$ cat src/design/lmem_params.svh
`ifndef LMEM_PARAMS_SVH
`define LMEM_PARAMS_SVH

// Lanes per core request
`define LMEM_NUM_REQS       4

// Bank count must stay a power of two because the bank is taken from the low address bits
`define LMEM_NUM_BANKS      2

`define LMEM_WORD_WIDTH     32
`define LMEM_TAG_WIDTH      8
`define LMEM_BANK_DEPTH     64
`define LMEM_ADDR_WIDTH     7

// Derived widths
`define LMEM_BANK_SEL_BITS  ($clog2(`LMEM_NUM_BANKS))
`define LMEM_OFFSET_WIDTH   (`LMEM_ADDR_WIDTH - `LMEM_BANK_SEL_BITS)
`define LMEM_LANE_BITS      ($clog2(`LMEM_NUM_REQS))

`endif
$ cat src/design/lmem_pkg.sv
`include "lmem_params.svh"

package lmem_pkg;

    typedef enum logic {
        LMEM_OP_READ  = 1'b0,
        LMEM_OP_WRITE = 1'b1
    } lmem_op_e;

    typedef enum logic {
        SCHED_IDLE  = 1'b0,
        SCHED_SERVE = 1'b1
    } sched_state_e;

    // One core request with a single op and tag shared by all lanes
    typedef struct packed {
        lmem_op_e                                           op;
        logic [`LMEM_NUM_REQS-1:0]                          mask;
        logic [`LMEM_NUM_REQS-1:0][`LMEM_ADDR_WIDTH-1:0]    addr;
        logic [`LMEM_NUM_REQS-1:0][`LMEM_WORD_WIDTH-1:0]    data;
        logic [`LMEM_TAG_WIDTH-1:0]                         tag;
    } lmem_req_t;

    // One access to a single bank on behalf of one lane
    typedef struct packed {
        lmem_op_e                       op;
        logic [`LMEM_OFFSET_WIDTH-1:0]  offset;
        logic [`LMEM_WORD_WIDTH-1:0]    data;
        logic [`LMEM_LANE_BITS-1:0]     idx;
        logic [`LMEM_TAG_WIDTH-1:0]     tag;
    } bank_req_t;

    // The lane index travels with the data so the merge can route it back
    typedef struct packed {
        logic [`LMEM_WORD_WIDTH-1:0]    data;
        logic [`LMEM_LANE_BITS-1:0]     idx;
        logic [`LMEM_TAG_WIDTH-1:0]     tag;
    } bank_rsp_t;

endpackage

$ cat src/design/lmem_rsp_merge.sv
`include "lmem_params.svh"

module lmem_rsp_merge (
    input  logic [`LMEM_NUM_BANKS-1:0]                          bank_rsp_valid,
    input  lmem_pkg::bank_rsp_t [`LMEM_NUM_BANKS-1:0]           bank_rsp,
    output logic [`LMEM_NUM_BANKS-1:0]                          bank_rsp_ready,

    output logic [`LMEM_NUM_REQS-1:0]                           rsp_valid,
    output logic [`LMEM_NUM_REQS-1:0][`LMEM_WORD_WIDTH-1:0]     rsp_data,
    output logic [`LMEM_NUM_REQS-1:0][`LMEM_TAG_WIDTH-1:0]      rsp_tag,
    input  logic [`LMEM_NUM_REQS-1:0]                           rsp_ready
);

    // One-hot per lane with the bit set for the bank that currently drives that lane
    logic [`LMEM_NUM_REQS-1:0][`LMEM_NUM_BANKS-1:0] bank_sel;

    // Walking from the highest bank down lets the lowest valid bank win a lane
    always_comb begin
        rsp_valid = '0;
        rsp_data  = '0;
        rsp_tag   = '0;
        bank_sel  = '0;
        for (int b = `LMEM_NUM_BANKS - 1; b >= 0; b--) begin
            if (bank_rsp_valid[b]) begin
                rsp_valid[bank_rsp[b].idx]   = 1'b1;
                rsp_data[bank_rsp[b].idx]    = bank_rsp[b].data;
                rsp_tag[bank_rsp[b].idx]     = bank_rsp[b].tag;
                bank_sel[bank_rsp[b].idx]    = '0;
                bank_sel[bank_rsp[b].idx][b] = 1'b1;
            end
        end
    end

    // A losing bank keeps its response until its lane is free
    for (genvar b = 0; b < `LMEM_NUM_BANKS; b++) begin : g_ready
        assign bank_rsp_ready[b] = bank_sel[bank_rsp[b].idx][b]
                                && rsp_ready[bank_rsp[b].idx];
    end

endmodule

$ cat config.mk
export PLATFORM = sky130hd
export DESIGN_NAME = lmem_rsp_merge
export DESIGN_NICKNAME = d
export VERILOG_FILES = /design/src/design/lmem_pkg.sv /design/src/design/lmem_rsp_merge.sv
export VERILOG_INCLUDE_DIRS = /design/src /design/src/design
export SDC_FILE = /design/constraint.sdc
export NUM_CORES = 1
export LEC_CHECK = 0
export BUFFER_PORTS_ARGS = -buffer_cell sky130_fd_sc_hd__buf_2
export CAP_MARGIN = 20
export CORE_AREA = 5 5 112 93
export DETAILED_ROUTE_END_ITERATION = 8
export DIE_AREA = 0 0 117 98
export GPL_TIMING_DRIVEN = 0
export PLACE_DENSITY = 0.81
export SYNTH_ARGS = -nofsm -noshare
export SYNTH_HDL_FRONTEND = slang
export SYNTH_SLANG_ARGS = --single-unit
$ cat constraint.sdc
create_clock -name vclk -period 1.4
set_input_delay 0.14 -clock vclk [all_inputs]
set_output_delay 0.14 -clock vclk [all_outputs]
set_load 0.05 [all_outputs]
==> run_results.csv, run 1 <==
group,metric,value,unit
status,outcome,"stopped before the end",
status,haltStage,"global routing (5_1_grt)",
status,error,"[ERROR DPL-0038] Utilization greater than 100%, impossible to legalize",
floorplan,die_x,117,µm
synth,synth_top_area_cell,"o31ai_1",
floorplan,fp-row-count,32,
synth,netlist_top_cells_area,"o31ai_1, nand4b_1, o31ai_2",
sta,worst_endpoint,"rsp_data[24]",
synth,ys_seq_area_frac,0,
floorplan,die_y,98,µm
placed_design,placed_cells,845,
floorplan,ios,256,
synth,yosys_warnings,0,
global_routing,grt_max_degree,11,
placed_design,gp_congestion,0.911,
placed_design,dp_hpwl,15.6,mm
placed_design,port_buffers,255,
synth,synth_top_cell_area_share,0.253,
synth,yosysUniqueCellTypes,25,
synth,syn-instance-count,471,
placed_design,dpl_cell_area,0.00692,mm²
synth,syn_nets,561,
synth,synth_area_per_cell,7.50,µm²
sta,worstEndpointType,"output port",
synth,syn_area,0.00353,mm²
floorplan,start_util,0.380,
==> synth_stat cells, drive strengths merged (2+ instances only) <==
library cell  instances
and3b                 2
buf                  38
clkbuf               53
inv                  41
mux4                  2
nand2b                4
nand3b                2
nand4                40
nand4b               79
o21ai                 2
o31ai               158
o32ai                 2
or4bb                39
xor2                  2
==> through the flow <==
stage | setup TNS [ns] | setup WS (ns)
after floorplan | -12.42 | -0.289
after global placement | -72.40 | -0.555
after detailed placement | -77.57 | -0.598
after CTS | -5.92 | -0.164
==> logic make-up after synthesis <==
| logic type | count (synthesis) | synth area share |
|---|---|---|
| AOI/OAI and AO/OA | 163 | 0.402 |
| xor gates and xnor gates | 2 | 0.00496 |
| buffers and inverters | 132 | 0.161 |
| muxes | 2 | 0.0127 |
| and+or+nand+nor | 172 | 0.419 |
==> repair_timing <==
action | 4_1_cts
hold buffers | 0
setup buffers | 10
endpoints found under the setup margin | 164
pin swaps | 30
cloned | 15
resized for setup | 524
==> run 2: changes to the inputs <==
- CORE_AREA: 5 5 112 93 -> 5 5 125 127
- DIE_AREA: 0 0 117 98 -> 0 0 130 132
- PLACE_DENSITY: 0.81 -> default
- PLACE_DENSITY_LB_ADDON: default -> 0.15
==> run 2 against run 1 <==
Compared with the run above: the flow now finishes, with violations (negative setup slack); synthesized cell count unchanged; area after synthesis unchanged.
==> run_results.csv, run 2 <==
group,metric,value,unit
power_and_ir_drop,netSwitchingFraction,0.596,
placed_design,gp_congestion,0.789,
floorplan,fp-row-count,44,
flow_run,maxCapViolations,0,
floorplan,die-area,0.0172,mm²
status,violations,"negative setup slack",
sta,finalCriticalPeriod,1.54,ns
global_routing,grt_pass1_wl,35.6,mm
global_routing,antenna_found_initial,0,
detailed_routing,drc,0,
synth,netlist_top_cells_area,"o31ai_1, nand4b_1, o31ai_2",
detailed_routing,drt_iter0_markers,296,
worst_setup_path,cp_max_fo,10,
synth,post-synth-top-count-cell,"o31ai_1",
sta,slew_violations,0,
sta,slew_headroom,0.751,
cells_and_area,final_area,0.00997,mm²
worst_setup_path,crit_path_start_kind,"input port",
placed_design,port_buffers,255,
worst_setup_path,arrival,1.40,ns
placed_design,dpl_cell_area,0.00700,mm²
detailed_routing,via_count,5826,
synth,ys_seq_area_frac,0,
synth,syn_nets,561,
power_and_ir_drop,p_leak,3.97,nW
synth,syn_area,0.00353,mm²
status,outcome,"finished with violations",
sta,fin_crit_sh,1.10,
sta,fin_ws,-0.144,ns
global_routing,grt_pass1_vias,6072,
worst_setup_path,critPathMostFrequentCell,"buf_12",
synth,syn-instance-count,471,
synth,synthTopCellsByCount,"o31ai_1, nand4b_1, clkbuf_1, inv_1, nand4_1",
worst_setup_path,crit_buf_inv,4,
global_routing,grt_overflow_total,0,
sta,rsz0062_at_grt,"true",
cells_and_area,register_area,0,µm²
global_routing,grt_max_degree,11,
placed_design,place_ws,-0.744,ns
floorplan,die_x,130,µm
detailed_routing,drtAntennaViolNets,0,
cells_and_area,multi_input_area,0.00504,mm²
power_and_ir_drop,powerDensity,367,mW/mm²
power_and_ir_drop,power.internal,0.00148,W
global_routing,grt_usage,0.255,
power_and_ir_drop,seq_power_share,0,
sta,hold_viol_final,0,
placed_design,placed_cells,910,
worst_setup_path,cp-end-kind,"primary output",
min_path,hold_class,"input port to primary output",
cells_and_area,nClkBuffers,0,
detailed_routing,finalWirelength,24.8,mm
detailed_routing,avgViaCountPerCell,6.12,
power_and_ir_drop,combinationalPowerShare,1.000,
floorplan,core_area,0.0143,mm²
power_and_ir_drop,design_power_total,0.00366,W
power_and_ir_drop,clkPwrFrac,0,
floorplan,start_util,0.247,
sta,worst_slew_pin_slew,0.373,ns
worst_setup_path,critPathMaxStageDelay,0.40,ns
cells_and_area,layout.nets,860,
placed_design,dp_hpwl,16.7,mm
cells_and_area,final_core_util,0.696,
cells_and_area,final_common_cell,"buf_6",
synth,synth_top_area_cell,"o31ai_1",
worst_setup_path,cp_slowest_cell,"or3b_4",
cells_and_area,area_growth,182,%
worst_setup_path,path_class,"input port to primary output",
cells_and_area,num_antenna_cells,0,
floorplan,ios,256,
cells_and_area,layout_common_cells,"buf_6, o31ai_4, buf_2",
synth,yosysUniqueCellTypes,25,
synth,synth_area_per_cell,7.50,µm²
synth,yosys_warnings,0,
detailed_routing,avgRoutedWirePerCell,26.1,µm
sta,setup_viol,65,
sta,fmax,0.647,GHz
cells_and_area,stdcell_count,952,
synth,synth_top_cell_area_share,0.253,
cells_and_area,drive_above_1_share,0.779,
worst_setup_path,path_delay_family,"buffers and inverters",
worst_setup_path,required,1.26,ns
worst_setup_path,crit_chain,"buf_8, or3b_4, buf_12, buf_12, o31ai_4, buf_6",
power_and_ir_drop,peakVddDrop,0.000178,V
power_and_ir_drop,p_switching,0.00218,W
cells_and_area,seq_cell_count,0,
clock_tree,hold_buffers,0,
floorplan,die_y,132,µm
cells_and_area,n_fill_cell,1022,
detailed_routing,dr.pass1.iters,5,
run 2: area by class of cell:
cell class,instances,area share
timing repair buffer,300,0.320
tap,184,0.0231
inverter,41,0.0154
multi-input combinational,341,0.506
buffer,86,0.136
run 2: final timing paths:
| path | from | endpoint | depth (start not counted) | slack, ns |
|---|---|---|---|---|
| worst max-delay path | bank_rsp[50] | rsp_data[26] | 6 | -0.14 |
| worst min-delay path | bank_rsp_valid[1] | bank_rsp_ready[1] | 3 | 0.69 |
run 2: repair_timing:
item,4_1_cts,5_1_grt
setup buffers,13,4
gates cloned,6,24
pin swaps,39,61
endpoints found under the setup margin,164,161
gates resized for setup,555,106
run 2: cells by family after synthesis:
group	share of synthesized area
xor+xnor	0.00496
simple gates	0.419
mux	0.0127
compound gates	0.402
buf+inv	0.161
run 2: metal layers:
layer / track usage / part of all wire / vias to the layer above
li1: - / - / 2588
met1: 0.331 / 0.41 / 2920
met2: 0.444 / 0.50 / 268
met3: 0.0324 / 0.061 / 50
met4: 0.0595 / 0.022 / 0
met5: 0 / 0 / -
run 2: stage by stage:
step | setup TNS (ns) | hold WS (ns)
floorplan | -12.42 | 0.531
global placement | -87.30 | 0.716
detailed placement | -91.85 | 0.713
CTS | -4.95 | 0.714
global route | -7.04 | 0.700
finish | -4.74 | 0.690
run 2: power groups by stage:
stage | Combinational [W] | Clock [W] | Sequential (W)
after CTS | 0.00335 | 0 | 0
after detailed placement | 0.00271 | 0 | 0
final | 0.00366 | 0 | 0
after floorplan | 0.00203 | 0 | 0
after global placement | 0.00268 | 0 | 0
after global routing | 0.00378 | 0 | 0
Power figures use the tool's default switching activity.
