==> config.mk <==
export PLATFORM = sky130hd
export DESIGN_NAME = lmem_bank
export DESIGN_NICKNAME = d
export VERILOG_FILES = /design/src/design/lmem_pkg.sv /design/src/design/lmem_bank.sv
export VERILOG_INCLUDE_DIRS = /design/src /design/src/design
export SDC_FILE = /design/constraint.sdc
export NUM_CORES = 2
export LEC_CHECK = 0
export BUFFER_PORTS_ARGS = -buffer_cell sky130_fd_sc_hd__buf_2
export CORE_UTILIZATION = 62
export DETAILED_ROUTE_END_ITERATION = 12
export PLACE_DENSITY = 0.78
export SLEW_MARGIN = 20
export SYNTH_ARGS = -nofsm -noshare
export SYNTH_HDL_FRONTEND = slang
export SYNTH_SLANG_ARGS = --single-unit
==> constraint.sdc <==
create_clock -name clk -period 8.9 [get_ports clk]
set_input_delay 1.335 -clock clk [delete_from_list [all_inputs] [get_ports clk]]
set_output_delay 1.335 -clock clk [all_outputs]
set_load 0.01 [all_outputs]
==> src/design/lmem_params.svh <==
`ifndef LMEM_PARAMS_SVH
`define LMEM_PARAMS_SVH

// Lanes per core request
`define LMEM_NUM_REQS       4

// Bank count must stay a power of two because the bank is taken from the low address bits
`define LMEM_NUM_BANKS      2

`define LMEM_WORD_WIDTH     32
`define LMEM_TAG_WIDTH      8
`define LMEM_BANK_DEPTH     64
`define LMEM_ADDR_WIDTH     7

// Derived widths
`define LMEM_BANK_SEL_BITS  ($clog2(`LMEM_NUM_BANKS))
`define LMEM_OFFSET_WIDTH   (`LMEM_ADDR_WIDTH - `LMEM_BANK_SEL_BITS)
`define LMEM_LANE_BITS      ($clog2(`LMEM_NUM_REQS))

`endif
==> src/design/lmem_pkg.sv <==
`include "lmem_params.svh"

package lmem_pkg;

    typedef enum logic {
        LMEM_OP_READ  = 1'b0,
        LMEM_OP_WRITE = 1'b1
    } lmem_op_e;

    typedef enum logic {
        SCHED_IDLE  = 1'b0,
        SCHED_SERVE = 1'b1
    } sched_state_e;

    // One core request with a single op and tag shared by all lanes
    typedef struct packed {
        lmem_op_e                                           op;
        logic [`LMEM_NUM_REQS-1:0]                          mask;
        logic [`LMEM_NUM_REQS-1:0][`LMEM_ADDR_WIDTH-1:0]    addr;
        logic [`LMEM_NUM_REQS-1:0][`LMEM_WORD_WIDTH-1:0]    data;
        logic [`LMEM_TAG_WIDTH-1:0]                         tag;
    } lmem_req_t;

    // One access to a single bank on behalf of one lane
    typedef struct packed {
        lmem_op_e                       op;
        logic [`LMEM_OFFSET_WIDTH-1:0]  offset;
        logic [`LMEM_WORD_WIDTH-1:0]    data;
        logic [`LMEM_LANE_BITS-1:0]     idx;
        logic [`LMEM_TAG_WIDTH-1:0]     tag;
    } bank_req_t;

    // The lane index travels with the data so the merge can route it back
    typedef struct packed {
        logic [`LMEM_WORD_WIDTH-1:0]    data;
        logic [`LMEM_LANE_BITS-1:0]     idx;
        logic [`LMEM_TAG_WIDTH-1:0]     tag;
    } bank_rsp_t;

endpackage

==> src/design/lmem_bank.sv <==
`include "lmem_params.svh"

module lmem_bank (
    input  logic                    clk,
    input  logic                    rst,

    input  logic                    req_valid,
    input  lmem_pkg::bank_req_t     req,
    output logic                    req_ready,

    output logic                    rsp_valid,
    output lmem_pkg::bank_rsp_t     rsp,
    input  logic                    rsp_ready
);
    import lmem_pkg::*;

    logic [`LMEM_WORD_WIDTH-1:0] mem [`LMEM_BANK_DEPTH];

    logic req_fire;
    logic is_write;

    // Accept a new access when the response slot is free or being emptied this cycle
    assign req_ready = !rsp_valid || rsp_ready;
    assign req_fire  = req_valid && req_ready;
    assign is_write  = (req.op == LMEM_OP_WRITE);

    always_ff @(posedge clk) begin
        if (req_fire && is_write) begin
            mem[req.offset] <= req.data;
        end
    end

    // A write echoes its own data, a read returns the old contents
    always_ff @(posedge clk) begin
        if (req_fire) begin
            if (is_write) begin
                rsp.data <= req.data;
            end else begin
                rsp.data <= mem[req.offset];
            end
            rsp.idx <= req.idx;
            rsp.tag <= req.tag;
        end
    end

    always_ff @(posedge clk) begin
        if (rst) begin
            rsp_valid <= 1'b0;
        end else if (req_fire) begin
            rsp_valid <= 1'b1;
        end else if (rsp_ready) begin
            rsp_valid <= 1'b0;
        end
    end

endmodule

Yosys cells after proc, flatten, opt, wreduce, memory -nomap -nowiden
Memories as Yosys holds them, arrays and structs flattened. A register that Yosys moved wholly into a read port is not among the register bits.
Index checks and enable logic that the tools add are counted.
Storage, ports and cells
  bits in registers: 11
  latch bits: 0
  bits in writable memories: 2048
  memory bits (read-only): 0
  input bits: 53
  output and inout bits: 44
  logic and storage cells: 13
  memories kept: 1
Operators by class
  add/subtract/negate cells: 0
  multipliers: 0
  div/mod/pow operators: 0
  order comparisons: 0
  eq/ne operators: 0
  shift-type cells: 0
  multiplexer cells: 4
  bitwise operators: 0
  reduce and logical (&&, ||, !) cells: 5
Memory list
  mem: words 64, width 32, read ports 1, clocked after Yosys merged registers in 1, write ports 1, line lmem_bank.sv:17  | logic [`LMEM_WORD_WIDTH-1:0] mem [`LMEM_BANK_DEPTH];
Operator list (number)
  1-bit two-way mux: 4
  1-bit logical AND: 2
  2-bit nonzero test: 1
  1-bit logical NOT: 1
  1-bit logical OR: 1

Longest topological paths before layout
  depth after elaboration: 6
  depth in mapped cells: 12
  depth with buffers taken out: 6

Least setup slack after synthesis
Ideal clock, no wire load.
  path kind: in2reg
  from: input port req[44] (netlist name)
  to: memory mem[13][0] (netlist name) (enable)
  setup time: 0.421 ns
  data arrival time: 4.012 ns
  required time: 8.479 ns
  path slack: 4.466 ns
  cell stages on the path: 8
  buffers on the path: 6
  cell sequence: buf_6 -> buf_2 -> buf_4 -> buf_2 -> buf_4 -> buf_2 -> nand3_1 -> nor2_1
RTL lines
  start: declaration: line lmem_bank.sv:8  | input lmem_pkg::bank_req_t req,
  end: declaration: line lmem_bank.sv:17
No word-level cell before the write port.

==> results.md <==
Clocking:
- The number of setup buffers added after CTS is 0.
- TritonCTS created 197 clock buffers.
- The clock tree from TritonCTS is built.
- Hold repair after CTS inserted 0 buffers.
- The cell chosen for the clock root is clkbuf_16.
- The number of gates given a new drive strength after cts is 0.
- CTS built an H-tree with a depth of 4.
- The number of clock sinks is 2091.
- Clock latency on the worst-skew pair, taken at its later pin, is 860 ps.
- The clock input transition at the sequential cells of the worst setup and hold paths is 60 ps.
- The maximum buffer depth of the clock tree is 3.

Global route:
- The largest net degree at the start of global routing is 117.
- The number of global-route vias before repair is 45040.
- The global routing usage summed across all routing layers is 37.62%.
- The global-route wire length before repair is 340900 µm.
- The initial antenna violation count came to 10.
- The total grt overflow is 0.

Worst setup path:
- The startpoint type of the worst setup path is a primary input.
- The critical path capture point type is a register.
- The data arrival time of the critical path is around 5700 ps.
- The setup path with the least slack is of type in -> reg.
- Data on the critical path is required at its endpoint by 9380 ps.
- The worst-path maximum fanout is between 90 and 100.

Detailed routing:
- The average detailed-routed wire length per instance is 39.38 µm.
- The detailed-router iteration count before antenna repair is 9.
- The DRC violation count after routing is 0.
- After detailed routing, the total wire length is 244500 µm.
- After the first detailed-routing iteration, the DRC count stood at 9174.
- Dividing the detail-routed via count by the number of cells gives about 7.5.
- The detail route stage leaves a number of antenna-violating nets equal to 0.
- The total vias in the final route is 46680.

Synth:
- The total of flip-flops plus latches after synthesis is between 2000 and 2500.
- Of the post-synthesis cell area, the dominant cell type holds between 70% and 80%.
- Each instance of the synthesized netlist takes up on average 19.44 µm².
- The count of synthesis-stage warnings from yosys is 0.
- The dominant synthesized flop cell is edfxtp_1.
- The proportion of synthesized flip-flops having asynchronous set or reset is 0%.
- The summed instance area of the synthesized netlist is 80350 µm².
- The cell type with the largest total area after synthesis is edfxtp_1.
- The sequential cell area fraction in the yosys report is about 78%.
- The cell count after synthesis came out at slightly above 4000.
- Counting flops with a built-in enable in the synthesized netlist gives 2090.
- The number of nets handed over by synthesis was 4187.
- Synthesis instantiated 72 different standard cells from the library.
- In the post-synthesis netlist, the biggest area contributors are edfxtp_1 78%, mux4_2 5.3%, mux2i_1 2.1%.

Finish:
- The footprint of the multi-input gates is ~17000 µm².
- After filler insertion, the fill cell instance count of the layout stands at roughly 7400.
- The count of nets after finishing is 4360.
- The area growth from synthesis to layout is 11.74%.
- The fraction of layout cells with a size suffix above 1 is 21.65%.
- The storage element area is 62780 µm².
- For this run, the number of standard cells in the final layout without fillers is 6209.

Placed design:
- The routability congestion estimate is between 0.9 and 1.
- Timing analysis after detailed placement gives a worst setup slack of 3117 ps.
- In this run, placement finished with an instance count of ~6000.
- The count of buffers inserted at the top-level ports is 96.
- The half-perimeter wire length after placement is 134100 µm.

Floorplanning:
- The initial core utilization is 62.77%.
- The die is around 360 µm tall.
- The number of rows created at floorplan is 131.
- The number of placed I/O pins is 97.
- The area of the core is ~130000 µm².
- The die area is 131000 µm².
- From left edge to right edge, the die measures 362.0 µm.

Worst hold path:
- The tightest min-delay check is of the reg -> reg type.

STA:
- The highest clock rate is 0.1926 GHz.
- The number of hold-slack violations in the final timing report is 0.
- The final max-slew violation count was 0.
- The final worst clock skew is about 30 ps.
- For the pin with the worst max-slew slack, the measured transition is roughly 1200 ps.
- The tightest hold path in the finished design has a slack of 605.4 ps.
- Setup repair after global routing left no endpoint under its margin.
- The post-layout worst setup margin is 3708 ps.
- The final setup violation count is 0.
- In this run the tightest slew margin relative to its limit is 16.63%.
- The worst path uses approximately three fifths of the clock period.
- The setup TNS is 0 ps.
- The smallest clock period supported by the final layout is computed as 5192 ps.

Pwr:
- For this design the static power due to leakage is ~28 nW.
- IR analysis of the VDD net gives a maximum drop of roughly 0.23 mV.
- The power per cell area is 228.4 nW/µm².
- Total power for the finished layout comes to 20.51 mW.

Run:
- The count of maximum capacitance violations is 0.

Status:
- The run finished with clean final reports.
[logic make-up (layout without fill, tap and decap cells)]
family	Yosys count	count (layout)	synth area share (%)
and+or+nand+nor	374	374	2.084
buffers and inverters	284	626	1.990
DFF	2091	2091	78.14
other	0	4	0
AOI/OAI and AO/OA	860	860	7.839
muxes	525	525	9.952
[critical path: stages]
cell and delay [ps]:
buf_8 320, buf_12 530, buf_12 640, mux4_1 650, a22oi_1 450, nand4_1 370, a211oi_1 930, a31oi_1 370
[worst paths after layout]
| check | start | to | slack [ps] | depth (start not counted) |
|---|---|---|---|---|
| max | req[43] | rsp[20] | 3710 | 8 |
| min | rsp_valid | rsp_valid | 610 | 2 |
| max reg2reg | rsp_valid | mem[32][17] | 4500 | 6 |
| min reg2reg | rsp_valid | rsp_valid | 610 | 2 |
[state kept, by name (all words and copies together) (netlist names)]
name,flops
rsp_valid,1
mem,2048
rsp,42
[per-layer routing]
metal | track usage, % | wire length, µm | up-vias
li1 | - | - | 17680
met1 | 50.17 | 79000 | 23130
met2 | 53.71 | 105300 | 4874
met3 | 15.09 | 44310 | 986
met4 | 19.57 | 15760 | 8
met5 | 0.4809 | 134 | -
[synth_stat cells, types with 12 or more instances]
cell          n
and3_1       14
o21ai_0     100
mux2_2      151
o211ai_1     15
clkbuf_1     95
a21oi_1     116
mux2i_1     170
a22o_1       30
a221oi_1    192
nand2_1      94
o22ai_1      79
mux4_2      188
edfxtp_1   2090
mux4_1       12
a22oi_1     159
a221o_1      36
buf_6        28
o32a_1       19
o2bb2ai_1    13
buf_4        34
nor2_1      167
a31oi_1      31
nand3_1      31
buf_2       108
[placed cells by master (no fill, tap or decap), drive strengths merged, types with 7 or more instances in the layout]
| cell | netlist | final |
|---|---|---|
| nand4 | 7 | 7 |
| o32a | 19 | 19 |
| a31oi | 31 | 31 |
| a22oi | 159 | 159 |
| mux2 | 155 | 155 |
| o2bb2ai | 13 | 13 |
| clkinv | 0 | 86 |
| nor3 | 10 | 10 |
| bufinv | 0 | 22 |
| a211oi | 9 | 9 |
| nand2 | 94 | 94 |
| o22a | 7 | 7 |
| clkbuf | 95 | 247 |
| a22o | 30 | 30 |
| a221oi | 193 | 193 |
| edfxtp | 2090 | 2090 |
| inv | 4 | 14 |
| a21oi | 116 | 116 |
| o22ai | 79 | 79 |
| nand3 | 31 | 31 |
| o21ai | 104 | 104 |
| a221o | 36 | 36 |
| buf | 185 | 254 |
| mux4 | 200 | 200 |
| mux2i | 170 | 170 |
| and2 | 10 | 10 |
| o211ai | 15 | 15 |
| nor2 | 169 | 169 |
| and3 | 14 | 14 |
| o221ai | 9 | 9 |
[stage by stage]
stage,area [µm²],utilization (%)
2_1_floorplan,80350,-
6_report,89780,70.14
3_3_place_gp,83330,65.10
5_1_grt,89770,70.13
4_1_cts,89760,70.12
3_5_place_dp,83360,65.12
[power by group]
group	total (mW)	internal [mW]	switching (mW)
logic	1.16	0.320	0.835
registers	10.9	10.9	0.0344
clock network	8.43	4.75	3.69
total	20.5	15.9	4.56
[final cells by class]
| cell class | count | share of cell area [%] |
|---|---|---|
| flip-flops and latches | 2091 | 69.92 |
| inverters | 4 | 0.02648 |
| well taps | 1729 | 2.409 |
| clock buffers | 247 | 5.723 |
| multi-input cells | 1759 | 18.49 |
| clock inverters | 121 | 1.405 |
| diodes | 4 | 0.01115 |
| repair buffers | 254 | 2.012 |
Note: power is estimated with default switching activity, not from simulation.
