`config.mk`:
```
export PLATFORM = sky130hd
export DESIGN_NAME = lmem_req_sched
export DESIGN_NICKNAME = d
export VERILOG_FILES = /design/src/design/lmem_pkg.sv /design/src/design/lmem_req_sched.sv
export VERILOG_INCLUDE_DIRS = /design/src /design/src/design
export SDC_FILE = /design/constraint.sdc
export NUM_CORES = 1
export LEC_CHECK = 0
export BUFFER_PORTS_ARGS = -buffer_cell sky130_fd_sc_hd__clkbuf_2
export CORE_MARGIN = 5
export CORE_UTILIZATION = 38
export DETAILED_ROUTE_END_ITERATION = 10
export MAX_ROUTING_LAYER = met4
export PLACE_DENSITY = 0.75
export SETUP_SLACK_MARGIN = 0.02
export SLEW_MARGIN = 20
export SYNTH_ARGS = -nofsm -noshare
export SYNTH_HDL_FRONTEND = slang
export SYNTH_SLANG_ARGS = --single-unit
```
`constraint.sdc`:
```
create_clock -name clk -period 23 [get_ports clk]
set_clock_uncertainty 0.1 [all_clocks]
set_input_delay 0 -clock clk [delete_from_list [all_inputs] [get_ports clk]]
set_output_delay 0 -clock clk [all_outputs]
set_load 0.1 [all_outputs]
```
`src/design/lmem_params.svh`:
```
`ifndef LMEM_PARAMS_SVH
`define LMEM_PARAMS_SVH

// Lanes per core request
`define LMEM_NUM_REQS       4

// Bank count must stay a power of two because the bank is taken from the low address bits
`define LMEM_NUM_BANKS      2

`define LMEM_WORD_WIDTH     32
`define LMEM_TAG_WIDTH      8
`define LMEM_BANK_DEPTH     64
`define LMEM_ADDR_WIDTH     7

// Derived widths
`define LMEM_BANK_SEL_BITS  ($clog2(`LMEM_NUM_BANKS))
`define LMEM_OFFSET_WIDTH   (`LMEM_ADDR_WIDTH - `LMEM_BANK_SEL_BITS)
`define LMEM_LANE_BITS      ($clog2(`LMEM_NUM_REQS))

`endif
```
`src/design/lmem_pkg.sv`:
```
`include "lmem_params.svh"

package lmem_pkg;

    typedef enum logic {
        LMEM_OP_READ  = 1'b0,
        LMEM_OP_WRITE = 1'b1
    } lmem_op_e;

    typedef enum logic {
        SCHED_IDLE  = 1'b0,
        SCHED_SERVE = 1'b1
    } sched_state_e;

    // One core request with a single op and tag shared by all lanes
    typedef struct packed {
        lmem_op_e                                           op;
        logic [`LMEM_NUM_REQS-1:0]                          mask;
        logic [`LMEM_NUM_REQS-1:0][`LMEM_ADDR_WIDTH-1:0]    addr;
        logic [`LMEM_NUM_REQS-1:0][`LMEM_WORD_WIDTH-1:0]    data;
        logic [`LMEM_TAG_WIDTH-1:0]                         tag;
    } lmem_req_t;

    // One access to a single bank on behalf of one lane
    typedef struct packed {
        lmem_op_e                       op;
        logic [`LMEM_OFFSET_WIDTH-1:0]  offset;
        logic [`LMEM_WORD_WIDTH-1:0]    data;
        logic [`LMEM_LANE_BITS-1:0]     idx;
        logic [`LMEM_TAG_WIDTH-1:0]     tag;
    } bank_req_t;

    // The lane index travels with the data so the merge can route it back
    typedef struct packed {
        logic [`LMEM_WORD_WIDTH-1:0]    data;
        logic [`LMEM_LANE_BITS-1:0]     idx;
        logic [`LMEM_TAG_WIDTH-1:0]     tag;
    } bank_rsp_t;

endpackage

```
`src/design/lmem_req_sched.sv`:
```
`include "lmem_params.svh"

module lmem_req_sched (
    input  logic                                        clk,
    input  logic                                        rst,

    input  logic                                        req_valid,
    input  lmem_pkg::lmem_req_t                         req,
    output logic                                        req_ready,

    output logic [`LMEM_NUM_BANKS-1:0]                  bank_req_valid,
    output lmem_pkg::bank_req_t [`LMEM_NUM_BANKS-1:0]   bank_req,
    input  logic [`LMEM_NUM_BANKS-1:0]                  bank_req_ready
);
    import lmem_pkg::*;

    sched_state_e state;

    // Held copy of the accepted request
    lmem_req_t req_r;

    // Lanes of the held request that still wait for their bank access
    logic [`LMEM_NUM_REQS-1:0] pending;
    logic [`LMEM_NUM_REQS-1:0] served;
    logic [`LMEM_NUM_REQS-1:0] pending_next;

    logic [`LMEM_NUM_BANKS-1:0]                         sel_found;
    logic [`LMEM_NUM_BANKS-1:0][`LMEM_LANE_BITS-1:0]    sel_lane;

    assign req_ready = (state == SCHED_IDLE);

    // Pick the lowest pending lane per bank, scanning down so the lowest one wins
    always_comb begin
        sel_found = '0;
        sel_lane  = '0;
        for (int b = 0; b < `LMEM_NUM_BANKS; b++) begin
            for (int r = `LMEM_NUM_REQS - 1; r >= 0; r--) begin
                if (pending[r] && (int'(req_r.addr[r][`LMEM_BANK_SEL_BITS-1:0]) == b)) begin
                    sel_found[b] = 1'b1;
                    sel_lane[b]  = r[`LMEM_LANE_BITS-1:0];
                end
            end
        end
    end

    always_comb begin
        for (int b = 0; b < `LMEM_NUM_BANKS; b++) begin
            bank_req_valid[b]  = (state == SCHED_SERVE) && sel_found[b];
            bank_req[b].op     = req_r.op;
            bank_req[b].offset = req_r.addr[sel_lane[b]][`LMEM_ADDR_WIDTH-1:`LMEM_BANK_SEL_BITS];
            bank_req[b].data   = req_r.data[sel_lane[b]];
            bank_req[b].idx    = sel_lane[b];
            bank_req[b].tag    = req_r.tag;
        end
    end

    // Each bank serves at most one lane per cycle, so the served bits never collide
    always_comb begin
        served = '0;
        for (int b = 0; b < `LMEM_NUM_BANKS; b++) begin
            if (bank_req_valid[b] && bank_req_ready[b]) begin
                served[sel_lane[b]] = 1'b1;
            end
        end
    end

    assign pending_next = pending & ~served;

    always_ff @(posedge clk) begin
        if (rst) begin
            state   <= SCHED_IDLE;
            pending <= '0;
        end else begin
            case (state)
                SCHED_IDLE: begin
                    if (req_valid) begin
                        pending <= req.mask;
                        // An empty mask has nothing to serve and leaves the FSM idle
                        if (|req.mask) begin
                            state <= SCHED_SERVE;
                        end
                    end
                end
                SCHED_SERVE: begin
                    pending <= pending_next;
                    if (pending_next == '0) begin
                        state <= SCHED_IDLE;
                    end
                end
                default: begin
                    state <= SCHED_IDLE;
                end
            endcase
        end
    end

    always_ff @(posedge clk) begin
        if (req_valid && req_ready) begin
            req_r <= req;
        end
    end

endmodule

```
# Yosys cells after proc, flatten, opt, wreduce, memory -nomap -nowiden
# Index checks and enable logic that the tools add are counted.
[classes] eq_ne=1 n_bitwise=8 n_reduce_logical=17 magnitude_cmp=4 n_mux=36
[op_table] op="32-bit binary-select mux with 2-bit select" n=2
[op_table] op="32-bit 2-to-1 mux" n=2
[op_table] op="7-bit binary-select mux with 2-bit select" n=2
[op_table] op="2-bit 2-to-1 mux" n=8
[op_table] op="1-bit logical AND" n=15
[op_table] op="7-bit 2-to-1 mux" n=2
[op_table] op="1-bit 2-to-1 mux" n=13
[op_table] op="4-bit 2-to-1 mux" n=3
[op_table] op="4-bit case mux with 2 select lines" n=1
[op_table] op="2-bit by 3-bit < comparator with 1-bit output (second input constant)" n=2
[op_table] op="1-bit inverter" n=5
[op_table] op="4-bit bitwise AND" n=1
[op_table] op="1-bit demux with 2-bit select" n=2
[op_table] op="2-bit by 1-bit >= comparator with 1-bit output (second input constant)" n=2
[op_table] op="4-bit zero test" n=1
[op_table] op="4-bit inverter" n=1
[op_table] op="4-bit OR" n=1
[op_table] op="4-bit OR reduction" n=1
[op_table] op="2-bit != test (second input constant)" n=1
[op_table] op="1-bit case mux with 2 select lines" n=1
[totals] out_inout_bits=101 inputBits=174 ff_bits=170

# Depth between registers and ports, before layout
[logic_depth] depth_word=18 mapped_depth=7 depth_no_buf=5

# Worst setup path after synthesis
# Ideal clock, no wire load.
[synth_timing] path_type="register to register" from="reg state" to="reg state" path_stages_with_launch=4 path_buffers=0 period_less_slack_ns=8.927 arrival_time_ns=8.727 setup_slack_ns=14.073 setup_time_ns=0.100 path_cell_list="dfxtp_1 > nor2b_1 > a21boi_0 > a41oi_1"
[synth_via] elab_chain_len=10 word_cells_on_any_way=13
[synth_lines] item="start: declaration" line_no="lmem_req_sched.sv:17" source="sched_state_e state;"
[synth_lines] item="start signal: assignment" line_no="lmem_req_sched.sv:71" source="state <= SCHED_IDLE;"
[synth_lines] item="start signal: assignment" line_no="lmem_req_sched.sv:80" source="state <= SCHED_SERVE;"
[synth_lines] item="start signal: assignment" line_no="lmem_req_sched.sv:87" source="state <= SCHED_IDLE;"
[synth_lines] item="1-bit logical AND" line_no="lmem_req_sched.sv:48" source="bank_req_valid[b] = (state == SCHED_SERVE) && sel_found[b];"
[synth_lines] item="1-bit logical AND" line_no="lmem_req_sched.sv:61" source="if (bank_req_valid[b] && bank_req_ready[b]) begin"
[synth_lines] item="4-bit 2-to-1 mux" line_no="lmem_req_sched.sv:61"
[synth_lines] item="4-bit OR (no line)"
[synth_lines] item="4-bit 2-to-1 mux" line_no="lmem_req_sched.sv:61"
[synth_lines] item="4-bit inverter" line_no="lmem_req_sched.sv:67" source="assign pending_next = pending & ~served;"
[synth_lines] item="4-bit bitwise AND" line_no="lmem_req_sched.sv:67"
[synth_lines] item="4-bit zero test" line_no="lmem_req_sched.sv:86" source="if (pending_next == '0) begin"
[synth_lines] item="1-bit 2-to-1 mux" line_no="lmem_req_sched.sv:86"
[synth_lines] item="1-bit case mux with 2 select lines (*)" line_no="lmem_req_sched.sv:74" source="case (state)"
# Mark *: on every way between the ends. The rest lies on a longest branch, timed or not.
# A chain may end at the register's enable or synchronous reset.

==> results.txt <==
- The flow ran to the end, and the final reports show no timing, DRC or antenna violations.
* Cell depth of the worst setup path: 7
* Startpoint Class: register
- Antenna violations before repair: 2
- Global routing used 39.37% of the available met2 tracks.
* Hold Crit Start: req_valid
- Global-route wire length before repair: 37190 um
- Overflow left after global routing: 0
- The routed layout has 6394 vias.
- In the routed design, unresolved DRC markers number 0.
* Setup repair after global routing missed its margin: no
- Synth unique cells: 37
- Post-synthesis average cell area: 14.25 um2
- The total area inside the core boundary comes to 18830 um2.
- Summing the areas of all and, or, nand and nor instances in the mapped netlist gives 7.036% of the synthesized area.
- Global routing used 22.35% of the available tracks across all layers.
* Main combinational cell family by area after synthesis: compound AO/OA/AOI/OAI gates
- Grt peak-use layer: met2
- Total net switching power: 403.3 uW
- Detailed-route wire length per cell: 20.12 um
- Summing the areas of all compound-gate instances in the mapped netlist gives 13.85% of the synthesized area.
- Summed over all nets, the half-perimeter wirelength after detailed placement is 13310 um.
* Reg-to-reg critical path startpoint: req_r[143]$_DFFE_PP_
* Row count: 50
- In the global route stage, met3 resource usage came out at 4.740%.
* Mean number of vias per cell: 5.237
- Summed over all failing endpoints, the final setup total negative slack is 0 ns.
- The min-delay analysis places its worst path in the category input port to register.
* Max stage delay cell, worst path: sky130_fd_sc_hd__o21ai_4
* Final Non-Filler Cells: 1221
- IO Pins: 275
- The number of global-route vias before repair came to 6852.
- Final setup violation count: 0
* H-Tree Level Count: 4
* Router iterations before antenna repair: 8
- The floorplan step defined a die boundary enclosing 22160 um2.
* Root Driver: sky130_fd_sc_hd__clkbuf_16
* Count of buffer and inverter cells on the critical path: 2
- Internal power comes to 634.8 uW.
* CP max FO: 21
- In this run the vertical extent of the chip is 148.9 um.
- Number of port buffers: 274
- Including well taps, the total number of placed cells is 1005.
- Max Slew Vio Count: 0
* Part of the Yosys area used for sequential elements: 68.99%
* Ratio of cells with drive above 1 in the final layout: 34.45%
* Clock transition at the register clock pins on the worst setup and hold paths after CTS: 0.07 ns
- Layout Nets: 1119
* Final Power: 1.038 mW
- Relative max-transition margin: 40.10%
- Cells fill 60.19% of the core in the end.
* Final GP Congestion: 0.8166
- Buffer levels on the longest clock path: 2
- Static leakage: 4.854 nW
- Instance area at placement: 8803 um2
* Setup slack of the critical path after layout: 19.88 ns
* Post-Synth XOR/XNOR Area: 0.1195%
* Worst setup timing slack at the placement stage: 20.24 ns
- Residual antenna-violating net count after detailed routing: 0
- For this block, the routed nets add up to 24560 um of wire.
- Across the whole layout, storage elements account for 5055 um2.
* Total setup buffers inserted after CTS: 0
* Startpoint-to-endpoint class of the critical path: register to output pin
- After filler insertion, the fill cell instance count of the layout stands at 1397.
- VDD sags by at most 0.05293 mV.
- Arrival time of the worst setup path: 3.02 ns
- Warnings, synthesis: 0
- STA classifies the critical path endpoint as an output pin.
* Biggest cell delay along the critical path: 0.63 ns
- Met1 layer usage reported by global route: 24.83%
- In this run the critical register-to-register path is captured at pending[2]$_SDFFE_PP0P_.
- The critical path starts at req_r[150]$_DFFE_PP_.
* Largest net degree at the start of global routing: 74
- Worst Reg2Reg Path Length in Cells: 7
* Top library cells by usage in the layout, fill and taps aside: sky130_fd_sc_hd__clkbuf_2, sky130_fd_sc_hd__dlygate4sd3_1, sky130_fd_sc_hd__edfxtp_1, sky130_fd_sc_hd__nand2_1
- Cells traversed along the worst timing path: nand2b_1 -> nand2_1 -> o21ai_4 -> buf_4 -> nand2_1 -> nand2_1 -> clkbuf_2
- Number of violations reported at the end of detailed-routing iteration 0: 719
- Area delta synth->final: 54.68%
- Cts hold-fix bufs: 178
* DIE WIDTH: 148.9 um
- Multiplexer area fraction after synthesis: 5.328%
- Adder-cell area share of the yosys netlist: 0%
* Crit-path leading delay family: buffers and inverters
* Count of mapped cells out of synthesis: 514
- Buffers inserted during clock tree synthesis total 17.
- After synthesis the cells add up to 7327 um2.
- Critical Path Most Common Cell: sky130_fd_sc_hd__nand2_1
- Worst-Skew Late Latency: 0.43 ns
- In the final layout, the multi-input gates occupy 1984 um2.
- Most frequent standard cell in the layout excluding fill and tap cells: sky130_fd_sc_hd__clkbuf_2
- Initial Util: 38.91%
* Crit path required time: 22.90 ns
* Achievable clock frequency: 0.3205 GHz
- Combinational logic is responsible for 31.9% of the overall power.
- Flip-flop and latch count after synthesis: 170
* Portion of the clock cycle consumed by the worst path in the final layout: 13.56%
- The tree built by TritonCTS fans out to 170 sinks.
- Sequential group share of total power: 36.9%
- Final cell area excluding filler cells: 11330 um2
* CTS tree: yes
- Maximum capacitance violations: 0
- Clock Power Share: 31.2%
- Number of nets in the synthesized netlist: 688
* Reg-to-reg setup timing slack: 20.18 ns
- Fraction of power spent switching nets: 38.85%
- The smallest clock period supported by the final layout is computed as 3.120 ns.
* Power per standard cell area: 91.60 nW/um2
* Final hold vios: 0
- Measured slew at the worst slew-check pin: 0.8986 ns
- Post-CTS repair changed the size of 0 cells.
- Across all hold checks on the routed design, the worst slack comes to 0.07576 ns.
* Endpoint of the most critical setup path: bank_req[42]
## kinds of logic (layout without fill, tap and decap cells)
family	after synthesis	after routing
AOI/OAI and AO/OA	137	137
muxes	39	39
buffers and inverters	53	497
and+or+nand+nor	114	114
other	0	3
xor gates and xnor gates	1	1
DFF	170	170
## flip-flops by register name, indices dropped and copies added (netlist names)
signal and count:
state 1, bank_req 9, pending 4, req_r 156
## worst min path at each step
stage                                    endpoint  slack [ns]  cells past startpoint
after floorplan           pending[1]$_SDFFE_PP0P_       -0.03                      1
after global placement      bank_req[4]$_DFFE_PP_        0.08                      1
after detailed placement      req_r[75]$_DFFE_PP_        0.08                      1
after CTS                    req_r[149]$_DFFE_PP_        0.06                      2
after global routing        bank_req[0]$_DFFE_PP_        0.09                      2
final                       bank_req[0]$_DFFE_PP_        0.08                      2
## cells in the mapped netlist
cell type	instances	area share, %
sky130_fd_sc_hd__nor2b_4	1	0.19
sky130_fd_sc_hd__o21ai_1	40	2.7
sky130_fd_sc_hd__nor4b_4	1	0.32
sky130_fd_sc_hd__buf_4	25	2.6
sky130_fd_sc_hd__nor2b_1	4	0.34
sky130_fd_sc_hd__o21a_1	1	0.10
sky130_fd_sc_hd__a21oi_2	1	0.12
sky130_fd_sc_hd__a31o_1	1	0.12
sky130_fd_sc_hd__a222oi_1	38	5.2
sky130_fd_sc_hd__buf_2	16	1.1
sky130_fd_sc_hd__a32o_1	1	0.14
sky130_fd_sc_hd__nand3_1	2	0.14
sky130_fd_sc_hd__nor4b_1	1	0.12
sky130_fd_sc_hd__nand2_2	2	0.17
sky130_fd_sc_hd__dfxtp_1	5	1.4
sky130_fd_sc_hd__edfxtp_1	165	68
sky130_fd_sc_hd__buf_6	4	0.61
sky130_fd_sc_hd__or4_1	1	0.10
sky130_fd_sc_hd__nand4_1	1	0.085
sky130_fd_sc_hd__a31oi_1	1	0.085
sky130_fd_sc_hd__nand2_1	86	4.4
sky130_fd_sc_hd__a22oi_1	39	4.0
sky130_fd_sc_hd__a21boi_0	1	0.10
sky130_fd_sc_hd__inv_1	2	0.10
sky130_fd_sc_hd__a21oi_1	5	0.34
sky130_fd_sc_hd__or2_2	2	0.17
sky130_fd_sc_hd__buf_1	1	0.051
sky130_fd_sc_hd__nor3b_2	1	0.17
sky130_fd_sc_hd__xnor2_1	1	0.12
sky130_fd_sc_hd__nand2b_1	6	0.51
sky130_fd_sc_hd__a41oi_1	2	0.24
sky130_fd_sc_hd__clkbuf_1	5	0.26
sky130_fd_sc_hd__nor2_1	6	0.31
sky130_fd_sc_hd__a22o_2	1	0.14
sky130_fd_sc_hd__mux2i_1	39	5.3
sky130_fd_sc_hd__a211oi_1	4	0.41
sky130_fd_sc_hd__o21ai_0	2	0.14
## cell type report
class | instances | area share (%)
Antenna cell | 3 | 0.06624
Clock buffer | 18 | 3.787
Clock inverter | 14 | 2.020
Inverter | 2 | 0.06624
Multi-Input combinational cell | 291 | 17.51
Sequential cell | 170 | 44.60
Tap cell | 260 | 2.870
Timing Repair Buffer | 463 | 29.08
## metal layers
metal / up-vias / part of all wire, %
li1: 2893 / -
met1: 3057 / 36
met2: 391 / 54
met3: 53 / 7.8
met4: 0 / 2.7
met5: - / 0
## power groups by stage
stage / clock network [mW] / registers (mW) / logic, mW
2_1_floorplan: 0 / 0.390 / 0.247
3_3_place_gp: 0 / 0.387 / 0.300
3_5_place_dp: 0 / 0.389 / 0.301
4_1_cts: 0.327 / 0.382 / 0.326
5_1_grt: 0.341 / 0.385 / 0.343
6_report: 0.324 / 0.383 / 0.331
(Power assumes the default switching activity.)
